[src/mm_config.svh]
`ifndef MM_CONFIG_SVH
`define MM_CONFIG_SVH

//////////////////////////////
// Matrix geometry
//////////////////////////////

// Rows and columns per matrix, also the depth of every bank
`define MM_SIZE 4

// Row address into a bank
`define MM_AWIDTH 2

//////////////////////////////
// Arithmetic widths
//////////////////////////////

// Signed operand element
`define MM_EWIDTH 8

// Holds four full products plus headroom
`define MM_ACC_WIDTH 20

`endif

[src/mm_pkg.sv]
`include "mm_config.svh"

package mm_pkg;

  //////////////////////////////
  // Operand side
  //////////////////////////////

  // One matrix element
  typedef logic signed [`MM_EWIDTH-1:0] element_t;

  // One A row or one B column, lane k is element k
  typedef element_t [`MM_SIZE-1:0] operand_row_t;

  //////////////////////////////
  // Result side
  //////////////////////////////

  // One dot product
  typedef logic signed [`MM_ACC_WIDTH-1:0] acc_t;

  // One C row, lane j is column j
  typedef acc_t [`MM_SIZE-1:0] result_row_t;

  //////////////////////////////
  // Addressing
  //////////////////////////////

  typedef logic [`MM_AWIDTH-1:0] bank_addr_t;

endpackage

[src/dot_product_unit.sv]
`include "mm_config.svh"

module dot_product_unit (
  input  logic                 clk_mem,
  input  logic                 reset,
  input  logic                 in_valid,
  input  mm_pkg::operand_row_t a_row,
  input  mm_pkg::operand_row_t b_col,
  output mm_pkg::acc_t         sum,
  output logic                 sum_valid
);

  localparam int PROD_WIDTH = 2 * `MM_EWIDTH;

  logic signed [PROD_WIDTH-1:0] prod_q [0:`MM_SIZE-1];
  logic                         prod_valid_q;
  mm_pkg::acc_t                 sum_next;

  //////////////////////////////
  // Stage one, lane products
  //////////////////////////////

  // Full width signed products, -128 * -128 still fits
  always_ff @(posedge clk_mem) begin
    for (int k = 0; k < `MM_SIZE; k++) begin
      prod_q[k] <= $signed(a_row[k]) * $signed(b_col[k]);
    end
  end

  always_ff @(posedge clk_mem) begin
    if (reset) begin
      prod_valid_q <= 1'b0;
    end else begin
      prod_valid_q <= in_valid;
    end
  end

  //////////////////////////////
  // Stage two, adder tree
  //////////////////////////////

  // Sign extend each product before summing
  always_comb begin
    sum_next = '0;
    for (int k = 0; k < `MM_SIZE; k++) begin
      sum_next = sum_next + mm_pkg::acc_t'(prod_q[k]);
    end
  end

  always_ff @(posedge clk_mem) begin
    sum <= sum_next;
  end

  always_ff @(posedge clk_mem) begin
    if (reset) begin
      sum_valid <= 1'b0;
    end else begin
      sum_valid <= prod_valid_q;
    end
  end

endmodule

[src/matmul_controller.sv]
`include "mm_config.svh"

module matmul_controller (
  input  logic                 clk_mem,
  input  logic                 reset,
  input  logic                 load_en,
  input  logic                 load_to_b,
  input  logic                 read_en,
  input  logic                 start,
  input  mm_pkg::bank_addr_t   load_addr,
  input  mm_pkg::bank_addr_t   read_addr,
  input  mm_pkg::operand_row_t load_data,
  output logic                 busy,
  output logic                 done,
  output logic                 read_valid,
  output logic                 a_host_sel,
  output logic                 b_host_sel,
  output logic                 c_host_sel,
  output logic                 a_we,
  output logic                 b_we,
  output logic                 c_we,
  output mm_pkg::bank_addr_t   host_addr,
  output mm_pkg::bank_addr_t   a_eng_addr,
  output mm_pkg::bank_addr_t   b_eng_addr,
  output mm_pkg::bank_addr_t   c_eng_addr,
  output mm_pkg::operand_row_t op_wdata,
  output mm_pkg::result_row_t  c_wdata,
  output logic                 pair_valid,
  input  mm_pkg::acc_t         sum,
  input  logic                 sum_valid
);

  localparam int PAIR_BITS = 2 * `MM_AWIDTH;
  localparam int NUM_PAIRS = `MM_SIZE * `MM_SIZE;

  logic                  load_q;
  logic                  load_to_b_q;
  logic                  read_q;
  logic [1:0]            read_pipe;
  logic                  start_ok;
  logic                  issuing;
  logic [PAIR_BITS-1:0]  issue_cnt;
  logic [1:0]            issue_pipe;
  logic [PAIR_BITS-1:0]  retire_cnt;
  logic [`MM_AWIDTH-1:0] retire_lane;
  logic [`MM_AWIDTH-1:0] retire_row;
  logic                  c_last;

  //////////////////////////////
  // Host input registers
  //////////////////////////////

  // Anything sampled while busy is dropped here
  always_ff @(posedge clk_mem) begin
    if (reset) begin
      load_q      <= 1'b0;
      load_to_b_q <= 1'b0;
      read_q      <= 1'b0;
      host_addr   <= '0;
    end else begin
      load_q      <= load_en & ~busy;
      load_to_b_q <= load_to_b;
      read_q      <= read_en & ~busy;
      host_addr   <= load_en ? load_addr : read_addr;
    end
  end

  always_ff @(posedge clk_mem) begin
    op_wdata <= load_data;
  end

  // One load enable steers both operand banks
  assign a_host_sel = load_q;
  assign b_host_sel = load_q;
  assign a_we       = load_q & ~load_to_b_q;
  assign b_we       = load_q & load_to_b_q;
  assign c_host_sel = read_q;

  // Bank address and bank read stages behind read_q
  always_ff @(posedge clk_mem) begin
    if (reset) begin
      read_pipe <= '0;
    end else begin
      read_pipe <= {read_pipe[0], read_q};
    end
  end

  assign read_valid = read_pipe[1];

  //////////////////////////////
  // Pair sequencer
  //////////////////////////////

  assign start_ok = start & ~busy;

  always_ff @(posedge clk_mem) begin
    if (reset) begin
      busy      <= 1'b0;
      issuing   <= 1'b0;
      issue_cnt <= '0;
    end else if (start_ok) begin
      busy      <= 1'b1;
      issuing   <= 1'b1;
      issue_cnt <= '0;
    end else begin
      if (issuing) begin
        issue_cnt <= issue_cnt + 1'b1;
        if (issue_cnt == PAIR_BITS'(NUM_PAIRS - 1)) begin
          issuing <= 1'b0;
        end
      end
      // Falls on the same edge as done
      if (c_we && c_last) begin
        busy <= 1'b0;
      end
    end
  end

  // Row i from the upper bits, column j from the lower
  assign a_eng_addr = issue_cnt[PAIR_BITS-1:`MM_AWIDTH];
  assign b_eng_addr = issue_cnt[`MM_AWIDTH-1:0];

  // Match the two cycle bank read
  always_ff @(posedge clk_mem) begin
    if (reset) begin
      issue_pipe <= '0;
    end else begin
      issue_pipe <= {issue_pipe[0], issuing};
    end
  end

  assign pair_valid = issue_pipe[1];

  //////////////////////////////
  // Result packing
  //////////////////////////////

  // Sums retire in issue order, so the count gives row and lane
  assign retire_lane = retire_cnt[`MM_AWIDTH-1:0];
  assign retire_row  = retire_cnt[PAIR_BITS-1:`MM_AWIDTH];

  always_ff @(posedge clk_mem) begin
    if (reset) begin
      retire_cnt <= '0;
      c_we       <= 1'b0;
      c_last     <= 1'b0;
      c_eng_addr <= '0;
      done       <= 1'b0;
    end else begin
      c_we <= 1'b0;
      done <= c_we & c_last;
      if (sum_valid) begin
        retire_cnt <= retire_cnt + 1'b1;
        if (retire_lane == `MM_AWIDTH'(`MM_SIZE - 1)) begin
          c_we       <= 1'b1;
          c_eng_addr <= retire_row;
          c_last     <= (retire_cnt == PAIR_BITS'(NUM_PAIRS - 1));
        end
      end
    end
  end

  // Lane 3 lands together with the write strobe
  always_ff @(posedge clk_mem) begin
    if (sum_valid) begin
      c_wdata[retire_lane] <= sum;
    end
  end

endmodule

[src/matmul_top.sv]
`include "mm_config.svh"

module matmul_top (
  input  logic                 clk_mem,
  input  logic                 reset,
  input  logic                 load_en,
  input  logic                 load_to_b,
  input  mm_pkg::bank_addr_t   load_addr,
  input  mm_pkg::operand_row_t load_data,
  input  logic                 start,
  input  logic                 read_en,
  input  mm_pkg::bank_addr_t   read_addr,
  output logic                 busy,
  output logic                 done,
  output mm_pkg::result_row_t  read_data,
  output logic                 read_valid
);

  // Bank steering from the controller
  logic                 a_host_sel;
  logic                 b_host_sel;
  logic                 c_host_sel;
  logic                 a_we;
  logic                 b_we;
  logic                 c_we;
  mm_pkg::bank_addr_t   host_addr;
  mm_pkg::bank_addr_t   a_eng_addr;
  mm_pkg::bank_addr_t   b_eng_addr;
  mm_pkg::bank_addr_t   c_eng_addr;
  mm_pkg::operand_row_t op_wdata;
  mm_pkg::result_row_t  c_wdata;

  // Datapath between the banks and the dot product
  mm_pkg::operand_row_t a_row;
  mm_pkg::operand_row_t b_col;
  logic                 pair_valid;
  mm_pkg::acc_t         sum;
  logic                 sum_valid;

  //////////////////////////////
  // Control
  //////////////////////////////

  matmul_controller matmul_controller_inst (
    .clk_mem    (clk_mem),
    .reset      (reset),
    .load_en    (load_en),
    .load_to_b  (load_to_b),
    .read_en    (read_en),
    .start      (start),
    .load_addr  (load_addr),
    .read_addr  (read_addr),
    .load_data  (load_data),
    .busy       (busy),
    .done       (done),
    .read_valid (read_valid),
    .a_host_sel (a_host_sel),
    .b_host_sel (b_host_sel),
    .c_host_sel (c_host_sel),
    .a_we       (a_we),
    .b_we       (b_we),
    .c_we       (c_we),
    .host_addr  (host_addr),
    .a_eng_addr (a_eng_addr),
    .b_eng_addr (b_eng_addr),
    .c_eng_addr (c_eng_addr),
    .op_wdata   (op_wdata),
    .c_wdata    (c_wdata),
    .pair_valid (pair_valid),
    .sum        (sum),
    .sum_valid  (sum_valid)
  );

  //////////////////////////////
  // Operand banks
  //////////////////////////////

  // Rows of A
  row_bank #(
    .word_t (mm_pkg::operand_row_t)
  ) a_bank (
    .clk_mem   (clk_mem),
    .reset     (reset),
    .host_sel  (a_host_sel),
    .host_addr (host_addr),
    .eng_addr  (a_eng_addr),
    .we        (a_we),
    .wdata     (op_wdata),
    .rdata     (a_row)
  );

  // Columns of B, stored one per row slot
  row_bank #(
    .word_t (mm_pkg::operand_row_t)
  ) b_bank (
    .clk_mem   (clk_mem),
    .reset     (reset),
    .host_sel  (b_host_sel),
    .host_addr (host_addr),
    .eng_addr  (b_eng_addr),
    .we        (b_we),
    .wdata     (op_wdata),
    .rdata     (b_col)
  );

  //////////////////////////////
  // Compute and result
  //////////////////////////////

  dot_product_unit dot_product_unit_inst (
    .clk_mem   (clk_mem),
    .reset     (reset),
    .in_valid  (pair_valid),
    .a_row     (a_row),
    .b_col     (b_col),
    .sum       (sum),
    .sum_valid (sum_valid)
  );

  // Engine writes C rows, host reads them back
  row_bank #(
    .word_t (mm_pkg::result_row_t)
  ) c_bank (
    .clk_mem   (clk_mem),
    .reset     (reset),
    .host_sel  (c_host_sel),
    .host_addr (host_addr),
    .eng_addr  (c_eng_addr),
    .we        (c_we),
    .wdata     (c_wdata),
    .rdata     (read_data)
  );

endmodule

[src/row_bank.sv]
`include "mm_config.svh"

module row_bank #(
  parameter type word_t = logic
) (
  input  logic               clk_mem,
  input  logic               reset,
  input  logic               host_sel,
  input  mm_pkg::bank_addr_t host_addr,
  input  mm_pkg::bank_addr_t eng_addr,
  input  logic               we,
  input  word_t              wdata,
  output word_t              rdata
);

  word_t              mem [0:`MM_SIZE-1];
  mm_pkg::bank_addr_t addr_q;
  logic               we_q;
  word_t              wdata_q;

  // Host or engine address, registered with the write strobe
  always_ff @(posedge clk_mem) begin
    if (reset) begin
      addr_q <= '0;
      we_q   <= 1'b0;
    end else begin
      addr_q <= host_sel ? host_addr : eng_addr;
      we_q   <= we;
    end
  end

  always_ff @(posedge clk_mem) begin
    wdata_q <= wdata;
  end

  // Single port array, read word registered
  always_ff @(posedge clk_mem) begin
    if (we_q) begin
      mem[addr_q] <= wdata_q;
    end
    rdata <= mem[addr_q];
  end

endmodule

[config.mk]
export PLATFORM = sky130hd
export DESIGN_NAME = matmul_top
export DESIGN_NICKNAME = d
export VERILOG_FILES = /design/src/mm_pkg.sv /design/src/dot_product_unit.sv /design/src/matmul_controller.sv /design/src/matmul_top.sv /design/src/row_bank.sv
export VERILOG_INCLUDE_DIRS = /design/src
export SDC_FILE = /design/constraint.sdc
export NUM_CORES = 2
export LEC_CHECK = 0
export BUFFER_PORTS_ARGS = -buffer_cell sky130_fd_sc_hd__buf_4
export CORE_ASPECT_RATIO = 0.6
export CORE_UTILIZATION = 53
export CTS_CLUSTER_SIZE = 8
export DETAILED_ROUTE_END_ITERATION = 16
export HOLD_SLACK_MARGIN = 0.06
export PLACE_DENSITY = 0.72
export RECOVER_POWER = 50
export SLEW_MARGIN = 40
export SYNTH_ARGS = -nofsm -noshare
export SYNTH_HDL_FRONTEND = slang
export SYNTH_SLANG_ARGS = --single-unit
[constraint.sdc]
create_clock -name clk_mem -period 7 [get_ports clk_mem]
set_input_delay 1.4 -clock clk_mem [delete_from_list [all_inputs] [get_ports clk_mem]]
set_output_delay 1.4 -clock clk_mem [all_outputs]
set_load 0.1 [all_outputs]
; ---- Word level (Yosys, flattened, before mapping)
; Memories as Yosys holds them, arrays and structs flattened. A register that Yosys moved wholly into a read port is not among the register bits.
; Index checks and enable logic that the tools add are counted.
; W data, S select, Z words.
[totals]
reg_bits = 279
mem_bits_rw = 640
input_bits = 42
output_inout_bits = 83
wordCells = 91
memories = 4
[mem_list]
columns = name, depth, width, read_ports, rd_clocked_by_memory_dff, wr, line
row1 = c_bank.mem, 4, 80, 1, 1, 1, row_bank.sv:16  ; word_t mem [0:`MM_SIZE-1];
row2 = a_bank.mem, 4, 32, 1, 1, 1, row_bank.sv:16
row3 = b_bank.mem, 4, 32, 1, 1, 1, row_bank.sv:16
row4 = dot_product_unit_inst.prod_q, 4, 16, 4, 0, 4, dot_product_unit.sv:15  ; logic signed [PROD_WIDTH-1:0] prod_q [0:`MM_SIZE-1];
[classes]
n_addsub = 5
mul = 4
n_lt_le_gt_ge = 2
eq_ne = 3
muxes = 19
bitwise = 9
reduce_logical = 6
[op_table]
columns = op, n
row1 = $bwmux W80, 1
row2 = $mul A8 B8 Y16, 4
row3 = $demux W20 S2, 1
row4 = $add A20 B16 Y20, 1
row5 = $mux W20, 1
row6 = $add A17 B16 Y18, 1
row7 = $add A16 B16 Y17, 1
row8 = $mux W1, 12
row9 = $add A4 B1 Y4 const B, 2
row10 = $eq A4 B4 Y1 const B, 2
row11 = $mux W2, 4
row12 = $and A1 B1 Y1, 6
row13 = $reduce_or A2 Y1, 2
row14 = $lt A2 B3 Y1 const B, 1
row15 = $not A1 Y1, 3
row16 = $eq A2 B2 Y1 const B, 1
row17 = $ge A2 B1 Y1 const B, 1
row18 = $logic_and A1 B1 Y1, 2
row19 = $reduce_and A2 Y1, 1
row20 = $reduce_bool A2 Y1, 1

; ---- Depth between registers and ports, before layout
[depth]
depth_word = 5
mapped_depth = 20
mapped_depth_nobuf = 20

; ---- By module
; A second synthesis with hierarchy kept.
[unflattened]
cells_unflattened = 2643
area_unflattened_um2 = 44034.7
[by_module_without_submodules]
columns = module, instances, cells_per_inst, area_per_inst_um2, seq_area_each_um2
row1 = row_bank (c_bank), 1, 591, 14869.3, 12872.3
row2 = dot_product_unit, 1, 1358, 13078.8, 1701.6
row3 = row_bank (a_bank ...), 2, 245, 6067.1, 5185.0
row4 = matmul_controller, 1, 204, 3952.5, 3523.4

; ---- Worst setup path before layout
; Ideal clock, no wire load.
[synth_path]
kind = flip-flop to flip-flop
from = reg c_bank.addr_q[1]
to = mem c_bank.mem[0][0] in the netlist's numbering, enable pin
setup_time_ns = 0.633
arrival_ns = 6.597
t_required_ns = 6.367
path_slack_ns = -0.230
stages_incl_launch_ff = 4
path_buffers = 2
period_less_slack_ns = 7.230
path_cell_list = dfxtp_1 clkbuf_1 clkbuf_1 nor3b_1
[synth_lines]
columns = element, line
row1 = from (decl), row_bank.sv:17  ; mm_pkg::bank_addr_t addr_q;
row2 = from (signal assigned), row_bank.sv:27  ; addr_q <= host_sel ? host_addr : eng_addr;
row3 = to (decl), row_bank.sv:16
; Straight into the memory's write port.

==> impl_metrics.json <==
{
  "status": "finished with violations",
  "violations": "capacitance limit, slew limit",
  "cp_max_fo": 8,
  "postCtsSetupBuffers": 0,
  "clk_pin_slew_worst_paths_ns": 0.05,
  "synth_edf_count": 656,
  "portBuffers": 124,
  "reg2reg_from": "b_bank.rdata[10]",
  "fin_area_um2": 50300,
  "crit_start": "b_bank.rdata[10]",
  "path_delay_family": "adder cells",
  "report.final.setup_viol": 0,
  "period_share": 0.630,
  "drtIter0Drc": 1496,
  "die_h_um": 224,
  "worst_path_max_delay_cell": "fa_1",
  "finalHoldViolCount": 0,
  "worstSkewPairLatency_ns": 0.77,
  "drive_gt1_frac": 0.163,
  "power.density_nw_per_um2": 426,
  "hold_class": "reg2reg",
  "worstHoldStart": "matmul_controller_inst.op_wdata[10]",
  "syn-num-nets": 3058,
  "worstSetupPathType": "reg2reg",
  "max_slew_margin": -0.118,
  "cts_sinks": 1063,
  "ant_nets": 0,
  "p_leak_nw": 19.2,
  "yosys_warnings": 0,
  "reg2reg_slack_ns": 2.59,
  "antenna_found_initial": 4,
  "h-tree-depth": 4,
  "synthTopCellsByArea": "edfxtp_1 45%, dfxtp_1 19%, fa_1 11%, mux4_2 7.5%, ha_1 4.5%",
  "cts_hold_buf": 0,
  "wirelength_mm": 84.2,
  "required_ns": 7.69,
  "cts_resized": 0,
  "synthDistinctLibCells": 57,
  "worstPathCellList": "nand2_1, fa_1, inv_1, fa_1, fa_1, fa_1, ha_1, or3_1, a311oi_1, o31ai_1, a21oi_1, xnor2_1",
  "drcViolationCount": 0,
  "cts_tree": "yes",
  "crit_path_end_kind": "flop",
  "die_area_um2": 83000,
  "num_antenna_cells": 0,
  "grt_overflow_total": 0,
  "irDropWorstVdd_v": 0.000631,
  "num_rows": 80,
  "syn_inst": 2622,
  "vias_per_cell": 5.26,
  "rsz0062_at_grt": "no",
  "synth-seq-cells": 1063,
  "yosysSeqAreaShare": 0.642,
  "avgSynthCellArea_um2": 16.5,
  "fp.coreArea_um2": 80200,
  "wl_per_cell_um": 20.7,
  "grt_pass1_wl_mm": 133,
  "slew_violations": 72,
  "cp-start-kind": "flop",
  "numCtsBuffers": 151,
  "synth.cell_area_um2": 43300,
  "final_core_util": 0.627,
  "grt_max_degree": 57,
  "crit_buf_inv": 1,
  "async_reset_ff_frac": 0,
  "cts_buffer_depth": 3,
  "yosysMostFrequentCell": "edfxtp_1",
  "final.setup.tns_ns": 0,
  "synth_ff_type": "edfxtp_1",
  "die_x_um": 371,
  "finalNetCount": 3321,
  "tightest_slew_ns": 1.68,
  "critical_path.max_stage_delay_ns": 0.66,
  "arrival_ns": 5.10,
  "yosys.area.top_type_share": 0.454,
  "ys_top_cells_by_count": "656 x edfxtp_1, 407 x dfxtp_1, 297 x inv_1",
  "initial_core_util": 0.541,
  "synth_top_area_cell": "edfxtp_1",
  "drv_cap": 3,
  "place_area_um2": 45700,
  "area_growth_pct": 16.0,
  "grt_pass1_vias": 23000,
  "via_count": 21400,
  "dp_hpwl_mm": 53.2,
  "place_congestion": 0.871,
  "crit_top_cell": "fa_1",
  "grt_use_total": 0.214,
  "fmax_mhz": 227,
  "period_needed_ns": 4.41,
  "ios": 125,
  "clock_skew_ns": 0.0348,
  "dr.pass1.iters": 5,
  "root_buffer": "clkbuf_16"
}
-- registers in the layout, summed over array words and instances, names as in the netlist, 2 cells and up --
register                           cells
b_bank.mem                           128
c_bank.wdata_q                        80
a_bank.mem                           128
c_bank.mem                           320
b_bank.addr_q                          2
matmul_controller_inst.op_wdata       32
matmul_controller_inst.issue_pipe      2
c_bank.rdata                          80
matmul_controller_inst.read_pipe       2
dot_product_unit_inst.prod_q          64
b_bank.wdata_q                        32
matmul_controller_inst.c_wdata        80
matmul_controller_inst.retire_cnt      4
a_bank.addr_q                          2
dot_product_unit_inst.sum             20
matmul_controller_inst.host_addr       2
matmul_controller_inst.c_eng_addr      2
b_bank.rdata                          32
matmul_controller_inst.issue_cnt       4
c_bank.addr_q                          2
a_bank.rdata                          32
-- layer usage --
layer  vias up  track usage  part of all wire
met4         0       0.0759             0.024
met2       603        0.314              0.44
li1       9767            -                 -
met1     10900        0.315              0.47
met5         -            0                 0
met3       131       0.0466             0.059
-- where the power goes --
part | internal [mW] | switching, mW | total (mW)
combinational | 3.15 | 4.00 | 7.15
sequential | 7.09 | 0.317 | 7.40
clock | 4.13 | 2.72 | 6.85
-- worst reg2reg max path, cell delays in order (launching register included) --
cell      delay, ns
dfxtp_1        0.50
nand2_1        0.22
fa_1           0.66
inv_1          0.12
fa_1           0.49
fa_1           0.53
fa_1           0.44
ha_1           0.23
or3_1          0.33
a311oi_1       0.38
o31ai_1        0.13
a21oi_1        0.20
xnor2_1        0.14
-- per-stage QoR --
| step | hold WS, ns | power (mW) | worst slack (ns) | std cells |
|---|---|---|---|---|
| detailed placement | 0.312 | 14.5 | 2.60 | 3797 |
| global placement | 0.312 | 14.3 | 2.67 | 3796 |
| floorplan | 0.310 | 12.9 | 2.30 | 2622 |
| finish | 0.313 | 21.4 | 2.59 | 4074 |
| CTS | 0.314 | 21.5 | 2.58 | 4073 |
| global route | 0.315 | 22.7 | 2.23 | 4074 |
-- cells in the final DEF, fill, tap and decap left out, drive strengths merged, types with 22 or more instances in the layout --
master,count
a21o,24
xor2,22
nand2,101
a21oi,46
and2,162
dfxtp,407
nor2,72
fa,238
clkbuf,296
o21ai,28
xnor2,79
edfxtp,656
ha,156
mux4,144
inv,301
buf,111
-- final timing paths --
kind / endpoint / cells past startpoint
setup / recovery: dot_product_unit_inst.prod_q[1][14] / 12
hold / removal: b_bank.wdata_q[10] / 0
setup reg to reg: dot_product_unit_inst.prod_q[1][14] / 12
hold reg to reg: b_bank.wdata_q[10] / 0
-- kinds of logic after synthesis --
kind of cell | synth area share
XOR/XNOR | 0.0204
adder cells (fa/ha/maj) | 0.155
buffers and inverters | 0.0296
AND/OR/NAND/NOR | 0.0511
multiplexers | 0.0762
flip-flops | 0.642
AO/OA/AOI/OAI | 0.0253
-- cell type report --
class / count / area, um2
fillers: 5669 / 29900
flip-flops and latches: 1063 / 27900
multi-input cells: 1223 / 14300
clock buffers: 258 / 4180
well taps: 1066 / 1330
repair buffers: 149 / 1140
inverters: 297 / 1110
clock inverters: 18 / 410
Note: power is estimated with default switching activity, not from simulation.
